===== src/source/csr_pkg.sv =====
package csr_pkg;

    // Basic widths
    localparam int ADDR_W    = 14;
    localparam int DATA_W    = 32;
    localparam int INT_VEC_W = 13;
    localparam int HW_INT_W  = 8;

    typedef logic [ADDR_W-1:0]    csr_addr_t;
    typedef logic [DATA_W-1:0]    csr_data_t;
    typedef logic [1:0]           plv_t;
    typedef logic [5:0]           ecode_t;
    typedef logic [8:0]           esubcode_t;
    typedef logic [HW_INT_W-1:0]  hw_int_t;
    typedef logic [INT_VEC_W-1:0] int_vec_t;

    // CSR address map
    localparam csr_addr_t ADDR_CRMD   = 14'h000;
    localparam csr_addr_t ADDR_PRMD   = 14'h001;
    localparam csr_addr_t ADDR_ECFG   = 14'h004;
    localparam csr_addr_t ADDR_ESTAT  = 14'h005;
    localparam csr_addr_t ADDR_ERA    = 14'h006;
    localparam csr_addr_t ADDR_EENTRY = 14'h00c;
    localparam csr_addr_t ADDR_SAVE0  = 14'h030;
    localparam csr_addr_t ADDR_SAVE1  = 14'h031;
    localparam csr_addr_t ADDR_SAVE2  = 14'h032;
    localparam csr_addr_t ADDR_SAVE3  = 14'h033;
    localparam csr_addr_t ADDR_TID    = 14'h040;
    localparam csr_addr_t ADDR_TCFG   = 14'h041;
    localparam csr_addr_t ADDR_TVAL   = 14'h042;
    localparam csr_addr_t ADDR_TICLR  = 14'h044;

    // CRMD fields
    localparam int CRMD_PLV_HI  = 1;
    localparam int CRMD_PLV_LO  = 0;
    localparam int CRMD_IE      = 2;
    localparam int CRMD_DA      = 3;
    localparam int CRMD_PG      = 4;
    localparam int CRMD_DATF_HI = 6;
    localparam int CRMD_DATF_LO = 5;
    localparam int CRMD_DATM_HI = 8;
    localparam int CRMD_DATM_LO = 7;

    // PRMD fields
    localparam int PRMD_PPLV_HI = 1;
    localparam int PRMD_PPLV_LO = 0;
    localparam int PRMD_PIE     = 2;

    // ESTAT fields
    localparam int ESTAT_SOFT_HI  = 1;
    localparam int ESTAT_SOFT_LO  = 0;
    localparam int ESTAT_HARD_HI  = 9;
    localparam int ESTAT_HARD_LO  = 2;
    localparam int ESTAT_ECODE_HI = 21;
    localparam int ESTAT_ECODE_LO = 16;
    localparam int ESTAT_ESUB_HI  = 30;
    localparam int ESTAT_ESUB_LO  = 22;

    // Timer interrupt, same index in ESTAT.IS and ECFG.LIE
    localparam int TI_BIT = 11;

    // EENTRY is 64-byte aligned
    localparam int EENTRY_VA_LO = 6;

    // TCFG fields
    localparam int TCFG_EN         = 0;
    localparam int TCFG_PERIODIC   = 1;
    localparam int TCFG_INITVAL_HI = 31;
    localparam int TCFG_INITVAL_LO = 2;

endpackage


===== src/source/csr_read_mux.sv =====
module csr_read_mux (
    input  csr_pkg::csr_addr_t addr,
    input  csr_pkg::csr_data_t crmd,
    input  csr_pkg::csr_data_t prmd,
    input  csr_pkg::csr_data_t era,
    input  csr_pkg::csr_data_t eentry,
    input  csr_pkg::csr_data_t save0,
    input  csr_pkg::csr_data_t save1,
    input  csr_pkg::csr_data_t save2,
    input  csr_pkg::csr_data_t save3,
    input  csr_pkg::csr_data_t tid,
    input  csr_pkg::csr_data_t tcfg,
    input  csr_pkg::csr_data_t tval,
    input  csr_pkg::int_vec_t  ecfg_lie,
    input  logic [1:0]         estat_soft,
    input  csr_pkg::ecode_t    estat_ecode,
    input  csr_pkg::esubcode_t estat_esubcode,
    input  logic               ti,
    input  csr_pkg::hw_int_t   hw_int,
    output csr_pkg::csr_data_t rdata,
    output logic               cpu_interrupt
);

    csr_pkg::int_vec_t  is_vec;
    csr_pkg::csr_data_t estat;

    // Pending interrupt vector, hardware lines pass straight through
    always_comb begin
        is_vec = '0;
        is_vec[csr_pkg::ESTAT_SOFT_HI:csr_pkg::ESTAT_SOFT_LO] = estat_soft;
        is_vec[csr_pkg::ESTAT_HARD_HI:csr_pkg::ESTAT_HARD_LO] = hw_int;
        is_vec[csr_pkg::TI_BIT]                               = ti;
    end

    always_comb begin
        estat = '0;
        estat[csr_pkg::INT_VEC_W-1:0]                        = is_vec;
        estat[csr_pkg::ESTAT_ECODE_HI:csr_pkg::ESTAT_ECODE_LO] = estat_ecode;
        estat[csr_pkg::ESTAT_ESUB_HI:csr_pkg::ESTAT_ESUB_LO]   = estat_esubcode;
    end

    always_comb begin
        case (addr)
            csr_pkg::ADDR_CRMD:   rdata = crmd;
            csr_pkg::ADDR_PRMD:   rdata = prmd;
            csr_pkg::ADDR_ECFG:   rdata = csr_pkg::csr_data_t'(ecfg_lie);
            csr_pkg::ADDR_ESTAT:  rdata = estat;
            csr_pkg::ADDR_ERA:    rdata = era;
            csr_pkg::ADDR_EENTRY: rdata = eentry;
            csr_pkg::ADDR_SAVE0:  rdata = save0;
            csr_pkg::ADDR_SAVE1:  rdata = save1;
            csr_pkg::ADDR_SAVE2:  rdata = save2;
            csr_pkg::ADDR_SAVE3:  rdata = save3;
            csr_pkg::ADDR_TID:    rdata = tid;
            csr_pkg::ADDR_TCFG:   rdata = tcfg;
            csr_pkg::ADDR_TVAL:   rdata = tval;
            // TICLR is write-only
            default:              rdata = '0;
        endcase
    end

    // Global enable gates any locally enabled pending line
    assign cpu_interrupt = crmd[csr_pkg::CRMD_IE] && (|(is_vec & ecfg_lie));

endmodule


===== src/source/csr_timer.sv =====
module csr_timer (
    input  logic               clk,
    input  logic               aresetn,
    input  csr_pkg::csr_addr_t addr,
    input  logic               wen,
    input  csr_pkg::csr_data_t wdata,
    output csr_pkg::csr_data_t tid,
    output csr_pkg::csr_data_t tcfg,
    output csr_pkg::csr_data_t tval,
    output logic               ti
);

    logic tcfg_en;
    logic tcfg_periodic;
    logic [csr_pkg::TCFG_INITVAL_HI:csr_pkg::TCFG_INITVAL_LO] tcfg_initval;

    logic               tcfg_we;
    logic               ticlr_we;
    logic               tcfg_wr_q;
    logic               reload;
    logic               time_out;
    csr_pkg::csr_data_t reload_val;

    assign tcfg_we  = wen && addr == csr_pkg::ADDR_TCFG;
    assign ticlr_we = wen && addr == csr_pkg::ADDR_TICLR;

    // One above INITVAL<<2 so that INITVAL of zero still fires
    assign reload_val = {tcfg_initval, 2'b01};

    assign tcfg = {tcfg_initval, tcfg_periodic, tcfg_en};

    always_ff @(posedge clk) begin
        if (!aresetn) begin
            tid           <= '0;
            tcfg_en       <= 1'b0;
            tcfg_periodic <= 1'b0;
            tcfg_initval  <= '0;
        end else begin
            if (wen && addr == csr_pkg::ADDR_TID) begin
                tid <= wdata;
            end
            if (tcfg_we) begin
                tcfg_en       <= wdata[csr_pkg::TCFG_EN];
                tcfg_periodic <= wdata[csr_pkg::TCFG_PERIODIC];
                tcfg_initval  <= wdata[csr_pkg::TCFG_INITVAL_HI:csr_pkg::TCFG_INITVAL_LO];
            end
        end
    end

    // Counter reload lands two edges after the TCFG write
    always_ff @(posedge clk) begin
        if (!aresetn) begin
            tcfg_wr_q <= 1'b0;
            reload    <= 1'b0;
        end else begin
            tcfg_wr_q <= tcfg_we;
            reload    <= tcfg_wr_q;
        end
    end

    always_ff @(posedge clk) begin
        if (!aresetn) begin
            tval     <= '0;
            time_out <= 1'b0;
        end else if (reload) begin
            tval     <= reload_val;
            time_out <= 1'b0;
        end else if (tcfg_en && tval != '0) begin
            tval     <= tval - 32'd1;
            time_out <= (tval == 32'd1);
        end else begin
            // Parked at zero unless periodic
            if (tcfg_en && tcfg_periodic) begin
                tval <= reload_val;
            end
            time_out <= 1'b0;
        end
    end

    always_ff @(posedge clk) begin
        if (!aresetn) begin
            ti <= 1'b0;
        end else if (ticlr_we) begin
            ti <= 1'b0;
        end else if (time_out) begin
            ti <= 1'b1;
        end
    end

endmodule


===== src/source/csr_top.sv =====
module csr_top (
    input  logic               clk,
    input  logic               aresetn,
    input  csr_pkg::csr_addr_t addr,
    input  logic               wen,
    input  csr_pkg::csr_data_t wdata,
    input  logic               exception,
    input  logic               ertn,
    input  csr_pkg::ecode_t    ecode_in,
    input  csr_pkg::esubcode_t esubcode_in,
    input  csr_pkg::csr_data_t era_in,
    input  csr_pkg::hw_int_t   hw_int,
    output csr_pkg::csr_data_t rdata,
    output csr_pkg::csr_data_t crmd,
    output csr_pkg::csr_data_t era_out,
    output csr_pkg::csr_data_t eentry,
    output logic               cpu_interrupt
);

    csr_pkg::csr_data_t prmd;
    csr_pkg::csr_data_t save0;
    csr_pkg::csr_data_t save1;
    csr_pkg::csr_data_t save2;
    csr_pkg::csr_data_t save3;
    csr_pkg::int_vec_t  ecfg_lie;
    logic [1:0]         estat_soft;
    csr_pkg::ecode_t    estat_ecode;
    csr_pkg::esubcode_t estat_esubcode;
    csr_pkg::csr_data_t tid;
    csr_pkg::csr_data_t tcfg;
    csr_pkg::csr_data_t tval;
    logic               ti;

    csr_trap_regs u_trap_regs (
        .clk            (clk),
        .aresetn        (aresetn),
        .addr           (addr),
        .wen            (wen),
        .wdata          (wdata),
        .exception      (exception),
        .ertn           (ertn),
        .ecode_in       (ecode_in),
        .esubcode_in    (esubcode_in),
        .era_in         (era_in),
        .crmd           (crmd),
        .prmd           (prmd),
        .era            (era_out),
        .eentry         (eentry),
        .save0          (save0),
        .save1          (save1),
        .save2          (save2),
        .save3          (save3),
        .ecfg_lie       (ecfg_lie),
        .estat_soft     (estat_soft),
        .estat_ecode    (estat_ecode),
        .estat_esubcode (estat_esubcode)
    );

    csr_timer u_timer (
        .clk     (clk),
        .aresetn (aresetn),
        .addr    (addr),
        .wen     (wen),
        .wdata   (wdata),
        .tid     (tid),
        .tcfg    (tcfg),
        .tval    (tval),
        .ti      (ti)
    );

    csr_read_mux u_read_mux (
        .addr           (addr),
        .crmd           (crmd),
        .prmd           (prmd),
        .era            (era_out),
        .eentry         (eentry),
        .save0          (save0),
        .save1          (save1),
        .save2          (save2),
        .save3          (save3),
        .tid            (tid),
        .tcfg           (tcfg),
        .tval           (tval),
        .ecfg_lie       (ecfg_lie),
        .estat_soft     (estat_soft),
        .estat_ecode    (estat_ecode),
        .estat_esubcode (estat_esubcode),
        .ti             (ti),
        .hw_int         (hw_int),
        .rdata          (rdata),
        .cpu_interrupt  (cpu_interrupt)
    );

endmodule


===== src/source/csr_trap_regs.sv =====
module csr_trap_regs (
    input  logic                 clk,
    input  logic                 aresetn,
    input  csr_pkg::csr_addr_t   addr,
    input  logic                 wen,
    input  csr_pkg::csr_data_t   wdata,
    input  logic                 exception,
    input  logic                 ertn,
    input  csr_pkg::ecode_t      ecode_in,
    input  csr_pkg::esubcode_t   esubcode_in,
    input  csr_pkg::csr_data_t   era_in,
    output csr_pkg::csr_data_t   crmd,
    output csr_pkg::csr_data_t   prmd,
    output csr_pkg::csr_data_t   era,
    output csr_pkg::csr_data_t   eentry,
    output csr_pkg::csr_data_t   save0,
    output csr_pkg::csr_data_t   save1,
    output csr_pkg::csr_data_t   save2,
    output csr_pkg::csr_data_t   save3,
    output csr_pkg::int_vec_t    ecfg_lie,
    output logic [1:0]           estat_soft,
    output csr_pkg::ecode_t      estat_ecode,
    output csr_pkg::esubcode_t   estat_esubcode
);

    csr_pkg::plv_t crmd_plv;
    logic          crmd_ie;
    logic          crmd_da;
    logic          crmd_pg;
    logic [1:0]    crmd_datf;
    logic [1:0]    crmd_datm;
    csr_pkg::plv_t prmd_pplv;
    logic          prmd_pie;
    logic [csr_pkg::DATA_W-1:csr_pkg::EENTRY_VA_LO] eentry_va;

    logic trap_take;
    logic csr_we;

    // ertn beats exception, both beat a software write
    assign trap_take = exception && !ertn;
    assign csr_we    = wen && !ertn && !exception;

    always_ff @(posedge clk) begin
        if (!aresetn) begin
            crmd_plv  <= '0;
            crmd_ie   <= 1'b0;
            crmd_da   <= 1'b1;
            crmd_pg   <= 1'b0;
            crmd_datf <= '0;
            crmd_datm <= '0;
        end else if (ertn) begin
            crmd_plv <= prmd_pplv;
            crmd_ie  <= prmd_pie;
        end else if (trap_take) begin
            crmd_plv <= '0;
            crmd_ie  <= 1'b0;
        end else if (csr_we && addr == csr_pkg::ADDR_CRMD) begin
            crmd_plv  <= wdata[csr_pkg::CRMD_PLV_HI:csr_pkg::CRMD_PLV_LO];
            crmd_ie   <= wdata[csr_pkg::CRMD_IE];
            crmd_datf <= wdata[csr_pkg::CRMD_DATF_HI:csr_pkg::CRMD_DATF_LO];
            crmd_datm <= wdata[csr_pkg::CRMD_DATM_HI:csr_pkg::CRMD_DATM_LO];
            // Only a legal PG/DA pair is accepted
            if (wdata[csr_pkg::CRMD_PG] != wdata[csr_pkg::CRMD_DA]) begin
                crmd_pg <= wdata[csr_pkg::CRMD_PG];
                crmd_da <= wdata[csr_pkg::CRMD_DA];
            end
        end
    end

    always_ff @(posedge clk) begin
        if (!aresetn) begin
            prmd_pplv      <= '0;
            prmd_pie       <= 1'b0;
            ecfg_lie       <= '0;
            estat_soft     <= '0;
            estat_ecode    <= '0;
            estat_esubcode <= '0;
            era            <= '0;
            eentry_va      <= '0;
            save0          <= '0;
            save1          <= '0;
            save2          <= '0;
            save3          <= '0;
        end else if (trap_take) begin
            prmd_pplv      <= crmd_plv;
            prmd_pie       <= crmd_ie;
            era            <= era_in;
            estat_ecode    <= ecode_in;
            estat_esubcode <= esubcode_in;
        end else if (csr_we) begin
            case (addr)
                csr_pkg::ADDR_PRMD: begin
                    prmd_pplv <= wdata[csr_pkg::PRMD_PPLV_HI:csr_pkg::PRMD_PPLV_LO];
                    prmd_pie  <= wdata[csr_pkg::PRMD_PIE];
                end
                csr_pkg::ADDR_ECFG:   ecfg_lie <= wdata[csr_pkg::INT_VEC_W-1:0];
                // Only the software interrupt bits are writable
                csr_pkg::ADDR_ESTAT:  estat_soft <= wdata[csr_pkg::ESTAT_SOFT_HI:csr_pkg::ESTAT_SOFT_LO];
                csr_pkg::ADDR_ERA:    era <= wdata;
                csr_pkg::ADDR_EENTRY: eentry_va <= wdata[csr_pkg::DATA_W-1:csr_pkg::EENTRY_VA_LO];
                csr_pkg::ADDR_SAVE0:  save0 <= wdata;
                csr_pkg::ADDR_SAVE1:  save1 <= wdata;
                csr_pkg::ADDR_SAVE2:  save2 <= wdata;
                csr_pkg::ADDR_SAVE3:  save3 <= wdata;
                default: ;
            endcase
        end
    end

    always_comb begin
        crmd = '0;
        crmd[csr_pkg::CRMD_PLV_HI:csr_pkg::CRMD_PLV_LO]   = crmd_plv;
        crmd[csr_pkg::CRMD_IE]                            = crmd_ie;
        crmd[csr_pkg::CRMD_DA]                            = crmd_da;
        crmd[csr_pkg::CRMD_PG]                            = crmd_pg;
        crmd[csr_pkg::CRMD_DATF_HI:csr_pkg::CRMD_DATF_LO] = crmd_datf;
        crmd[csr_pkg::CRMD_DATM_HI:csr_pkg::CRMD_DATM_LO] = crmd_datm;
    end

    always_comb begin
        prmd = '0;
        prmd[csr_pkg::PRMD_PPLV_HI:csr_pkg::PRMD_PPLV_LO] = prmd_pplv;
        prmd[csr_pkg::PRMD_PIE]                           = prmd_pie;
    end

    assign eentry = {eentry_va, {csr_pkg::EENTRY_VA_LO{1'b0}}};

endmodule


===== config.mk =====
export PLATFORM = sky130hd
export DESIGN_NAME = csr_top
export DESIGN_NICKNAME = d
export VERILOG_FILES = /design/src/source/csr_pkg.sv /design/src/source/csr_read_mux.sv /design/src/source/csr_timer.sv /design/src/source/csr_top.sv /design/src/source/csr_trap_regs.sv
export SDC_FILE = /design/constraint.sdc
export NUM_CORES = 1
export LEC_CHECK = 0
export ABC_CLOCK_PERIOD_IN_PS = 3100
export BUFFER_PORTS_ARGS = -buffer_cell sky130_fd_sc_hd__buf_2
export CORE_MARGIN = 2
export CORE_UTILIZATION = 57
export CTS_CLUSTER_DIAMETER = 100
export CTS_CLUSTER_SIZE = 10
export DETAILED_ROUTE_END_ITERATION = 8
export GPL_ROUTABILITY_DRIVEN = 0
export PLACE_DENSITY = 0.85
export SLEW_MARGIN = 0
export SYNTH_ARGS = -nofsm -noshare
export SYNTH_HDL_FRONTEND = slang
export SYNTH_SLANG_ARGS = --single-unit

===== constraint.sdc =====
create_clock -name clk -period 3.1 [get_ports clk]
set_input_delay 0.155 -clock clk [delete_from_list [all_inputs] [get_ports clk]]
set_output_delay 0.155 -clock clk [all_outputs]
set_load 0.03 [all_outputs]

# Yosys cells after proc, flatten, opt, wreduce, memory -nomap -nowiden
# Cells that the tools add are included.
[totals] ff_bits=328 out_inout_bits=129 word_cells=103 input_bits=106
[classes] n_eq_ne=15 n_bitwise=5 reduce_logical=35 muxes=19 addsub=1
[op_table] op="32-bit one-hot mux with 13 select lines" count=1
[op_table] op="32-bit two-way mux" count=6
[op_table] op="14-bit by 6-bit == test with 1-bit output, second input constant" count=4
[op_table] op="14-bit by 7-bit == test with 1-bit output, second input constant" count=4
[op_table] op="14-bit by 3-bit == test with 1-bit output, second input constant" count=3
[op_table] op="32-bit by 1-bit == test with 1-bit output, second input constant" count=1
[op_table] op="32-bit nonzero test" count=1
[op_table] op="32-bit by 1-bit subtractor with 32-bit output, second input constant" count=1
[op_table] op="3-bit AND reduction" count=8
[op_table] op="14-bit by 1-bit == test with 1-bit output, second input constant" count=1
[op_table] op="14-bit by 4-bit == test with 1-bit output, second input constant" count=1
[op_table] op="14-bit logical NOT" count=1
[op_table] op="12-bit by 13-bit bitwise AND with 13-bit output" count=1
[op_table] op="13-bit OR reduction" count=1
[op_table] op="2-bit two-way mux" count=6
[op_table] op="1-bit logical AND" count=10
[op_table] op="2-bit nonzero test" count=4
[op_table] op="1-bit two-way mux" count=6
[op_table] op="3-bit nonzero test" count=2
[op_table] op="1-bit inverter" count=4
[op_table] op="2-bit AND reduction" count=2
[op_table] op="4-bit AND reduction" count=1
[op_table] op="2-bit OR reduction" count=2
[op_table] op="3-bit OR reduction" count=1
[op_table] op="2 further kinds" count=3

# Longest topological paths before layout
[logic_depth] depth_word=7 ltp_mapped=10 ltp_nobuf=8

# Hierarchy
# From an unflattened synthesis, not the netlist that was laid out.
[unflattened] hier_cells=2058 area_unflattened_um2=17216.5
[by_module_without_submodules] module="csr_trap_regs" cells_per_inst=1015 n_inst=1 seq_area_each_um2=4564.4 area_each_um2=9307.7
[by_module_without_submodules] module="csr_timer" cells_per_inst=597 n_inst=1 seq_area_each_um2=2001.9 area_each_um2=4636.9
[by_module_without_submodules] module="csr_read_mux" cells_per_inst=446 n_inst=1 seq_area_each_um2=0.0 area_each_um2=3271.9

# Worst setup path before layout
# OpenSTA, ideal clock, no wires.
[synth_timing] path_type="input port to output port" startpoint="input port addr[11]" endpoint="output port rdata[10]" n_path_buf=2 path_slack_ns=0.451 path_stages=7 required_ns=2.945 arrival_time_ns=2.494 path_cell_list="or4_1 buf_2 or4b_4 nor3b_1 clkbuf_1 a22oi_1 nand3_1"
[synth_via] elab_chain_len=2 elab_cells_between_ends=14 cone_classes="12 x eq/ne; 1 x mux; 1 x reduce/logical"
[synth_rtl] item="start: declaration" line_no="csr_top.sv:4" text="input csr_pkg::csr_addr_t addr,"
[synth_rtl] item="14-bit by 7-bit == test with 1-bit output, or another cell as far along" line_no="csr_read_mux.sv:43" text="case (addr)"
[synth_rtl] item="32-bit one-hot mux with 13 select lines *" line_no="csr_read_mux.sv:43"
[synth_rtl] item="end: declaration" line_no="csr_top.sv:13" text="output csr_pkg::csr_data_t rdata,"
# Mark *: on every way between the ends. The rest lies on a longest branch, timed or not.

# Worst setup path in the final report
[layout_timing] startpoint="input port addr[11]" endpoint="output port rdata[25]"
# The elaborated chain is that of the path after synthesis.

==> flow_metrics.env <==
export IMPL_run_status="complete, but fails checks"
export IMPL_failing_checks="DRC, hold timing"
export IMPL_cp_slowest_cell="nor4_4"
export IMPL_first_pass_iters=9
export IMPL_rows=59
export IMPL_synth_cells=1948
export IMPL_internal_power_mw=6.65
export IMPL_power_share_clock_pct=44.3
export IMPL_synth_cell_type_count=57
export IMPL_worst_r2r_endpoint="u_timer.tval[25]"
export IMPL_number_of_antenna_violations_at_the_first_check_in_global_routing=1
export IMPL_hold_ws_ps=-1.26
export IMPL_wirelength_um=55000
export IMPL_rsz_0062_raised_after_global_routing="false"
export IMPL_wl_per_cell_um=22.4
export IMPL_number_of_nets_in_the_layout=2230
export IMPL_avgViaCountPerCell=6.66
export IMPL_crit_path_cell_trace="buf_2 > or4_1 > buf_4 > nor4_4 > buf_4 > a221oi_1 > nand3_1 > buf_2"
export IMPL_synth_enable_flop_cells=0
export IMPL_postSynthAreaPerCell_um2=7.82
export IMPL_slew_limit_headroom_pct=29.6
export IMPL_fillCellCount=1905
export IMPL_number_of_clock_sinks_seen_by_cts=328
export IMPL_diodes=0
export IMPL_final_setup_tns_ps=0
export IMPL_synth_async_reset_ratio_pct=0
export IMPL_postCtsSetupRepairBufs=0
export IMPL_core_region_area_um2=26100
export IMPL_die_width_um=167
export IMPL_num_io_pins=235
export IMPL_post_synth_instance_area_um2=15200
export IMPL_power_switching_fraction_pct=23.9
export IMPL_fin_crit_sh_pct=92.4
export IMPL_global_route_usage_met2_pct=61.2
export IMPL_worst_setup_path_type="in2out"
export IMPL_worst_setup_path_startpoint="addr[11]"
export IMPL_clock_latency_ps=530
export IMPL_vias=16400
export IMPL_drt_antenna_net_count=0
export IMPL_initial_core_util_pct=58.3
export IMPL_vias_in_the_first_global_route=16000
export IMPL_gr_usage_met1_pct=47.0
export IMPL_tritoncts_buffers=38
export IMPL_rr_worst_depth=6
export IMPL_rrSetupSlack_ps=310
export IMPL_initialDrtViolationCount=2324
export IMPL_worst_pin_slew_ps=1060
export IMPL_slew_viol_final=0
export IMPL_drcViolationCount=5
export IMPL_critical_path_data_required_time_ps=2940
export IMPL_finalWorstPathRequiredPeriod_ps=2870
export IMPL_grt_use_total_pct=38.0
export IMPL_worst_ep_arrival_time_ps=2710
export IMPL_timing_critical_path_to_type="output port"
export IMPL_power_ir_vdd_worst_mv=0.478
export IMPL_die_h_um=167
export IMPL_grt_first_pass_wirelength_um=85300
export IMPL_final_setup_skew_ps=14.4
export IMPL_p_switching_mw=2.09
export IMPL_preCtsSetupSlack_ps=330
export IMPL_yosysMostFrequentCell="nand2_1"
export IMPL_seq_power_share_pct=49.2
export IMPL_place_port_buffers=205
export IMPL_dpl_hpwl_um=33400
export IMPL_yosys_warnings=0
export IMPL_tritoncts="built"
export IMPL_die_area_um2=28100
export IMPL_critical_path_startpoint_type="primary input"
export IMPL_hold_path_class="in2reg"
export IMPL_timing_max_cap_violations=0
export IMPL_proportion_of_synthesized_chip_area_in_sequential_cells_pct=43.1
export IMPL_netlist_top_cells_area="dfxtp_1 (43%), nand2_1 (13%), a21oi_1 (7.5%), a21boi_0 (4.2%), clkbuf_1 (3.5%)"
export IMPL_max_buffers_root_to_sink=3
export IMPL_finalSetupViolations=0
export IMPL_clock_fmax_ghz=0.349
export IMPL_synth_ff_latch_count=328
export IMPL_clkSlewWorstSetupHoldPaths_ps=50
export IMPL_critical_path_buf_inv_count=4
export IMPL_grt_ovfl_total=0
export IMPL_critical_path_depth=8
export IMPL_crit_reg2reg_launch="u_timer.tval[7]"
export IMPL_gr_busiest_metal="met2"
export IMPL_max_stage_delay_ps=670
export IMPL_synth_largest_area_cell="dfxtp_1"
export IMPL_area_growth_synth_to_final_pct=18.5
export IMPL_layout_cells_sized_above_1_pct=15.2
export IMPL_worst_path_dominant_cell_family="simple AND/OR/NAND/NOR gates"
export IMPL_power_density_nw_per_um2=484
export IMPL_post_route_worst_setup_slack_ps=234
export IMPL_ys_top_cells_by_count="nand2_1 (547), dfxtp_1 (328), a21oi_1 (227)"
export IMPL_grt_max_degree=103
export IMPL_power_leakage_nw=6.57
export IMPL_comb_power_share_pct=6.5
export IMPL_cts_root_buf="clkbuf_16"
export IMPL_netlist_area_leader_share_pct=43.1
export IMPL_timing_critical_path_fanout_max=20
export IMPL_htree_num_levels=2
export IMPL_synth_flop_cell="dfxtp_1"
export IMPL_setup_worst_path_end="rdata[25]"
export IMPL_met3_resource_use_gr_pct=9.22
export IMPL_final_hold_violation_count=1
-- cells in the final DEF (no fill, tap or decap), types with 39 or more instances in the layout --
cell type and n:
a21boi_0 85, a21oi_1 227, a221oi_1 43, a22o_1 49
a22oi_1 54, buf_2 204, buf_4 45, dfxtp_1 328
dlygate4sd3_1 70, mux2i_1 39, nand2_1 547, o21ai_0 68
-- per-stage QoR --
stage	utilization [%]	power (mW)	cell area (µm²)	std cells
after global placement	62.6	4.84	16400	2346
after CTS	69.1	8.68	18100	2458
after detailed placement	62.6	4.85	16400	2346
after global routing	69.1	8.91	18100	2458
final	69.1	8.73	18100	2458
after floorplan	-	4.70	15300	1976
-- timing repair --
action                                  CTS  global route
endpoints found under the hold margin   192             0
hold buffers                             70             0
endpoints found under the setup margin    0             0
gates resized for setup                   0             0
-- power groups by stage --
stage	clock network, mW	registers, mW	logic, mW
after floorplan	0	4.43	0.273
after global placement	0	4.38	0.461
after detailed placement	0	4.38	0.468
after CTS	3.85	4.29	0.537
after global routing	4.02	4.29	0.594
final	3.87	4.29	0.571
-- tightest hold or removal path: cells and delay by family --
kind	cells	cell delay, ps
AO/OA/AOI/OAI	2	240
buffers and inverters	1	70
-- flip-flops by register name, summed over array words and instances (netlist names), 2 cells and up --
signal and count:
u_trap_regs.crmd_plv 2, u_trap_regs.ecfg_lie 13, u_trap_regs.crmd_datf 2, u_trap_regs.eentry_va 26, u_trap_regs.estat_soft 2, u_trap_regs.era 32, u_trap_regs.crmd_datm 2, u_trap_regs.save2 32
u_trap_regs.estat_esubcode 9, u_trap_regs.prmd_pplv 2, u_trap_regs.estat_ecode 6, u_timer.tid 32, u_trap_regs.save1 32, u_trap_regs.save3 32, u_timer.tcfg_initval 30, u_timer.tval 32
u_trap_regs.save0 32
-- worst min-delay path by stage --
| stage | from | endpoint | slack [ps] | cells past startpoint |
|---|---|---|---|---|
| 2_1_floorplan | ertn | u_trap_regs.crmd_ie | 290 | 2 |
| 3_3_place_gp | ecode_in[1] | u_trap_regs.estat_ecode[1] | 410 | 3 |
| 3_5_place_dp | esubcode_in[0] | u_trap_regs.estat_esubcode[0] | 420 | 3 |
| 4_1_cts | wdata[7] | u_trap_regs.save2[7] | 1 | 3 |
| 5_1_grt | era_in[16] | u_trap_regs.era[16] | 20 | 3 |
| 6_report | era_in[16] | u_trap_regs.era[16] | -1 | 3 |
-- per-layer routing --
layer	routed length [µm]	share of wire [%]
met5	13	0.024
met1	19700	36
met2	24700	45
met3	7740	14
met4	2860	5.2
-- cell families (layout without fill, tap and decap cells) --
| logic type | Yosys count | after routing | share of synthesized area, % |
|---|---|---|---|
| adder cells (fa/ha/maj) | 3 | 3 | 0.246 |
| AND/OR/NAND/NOR | 746 | 746 | 21.3 |
| buffers and inverters | 233 | 380 | 7.07 |
| multiplexers | 39 | 39 | 2.56 |
| AO/OA/AOI/OAI | 598 | 598 | 25.7 |
| flip-flops | 328 | 328 | 43.1 |
| other | 1 | 29 | 0.0246 |
-- cell type report --
type	instances	area [µm²]	area share (%)
multi-input combinational	1415	7750	42.9
sequential	328	6570	36.4
timing repair buffer	331	2300	12.7
clock buffer	39	965	5.34
tap	335	419	2.32
clock inverter	3	33.8	0.187
inverter	7	28.8	0.159
Power figures use the tool's default switching activity.
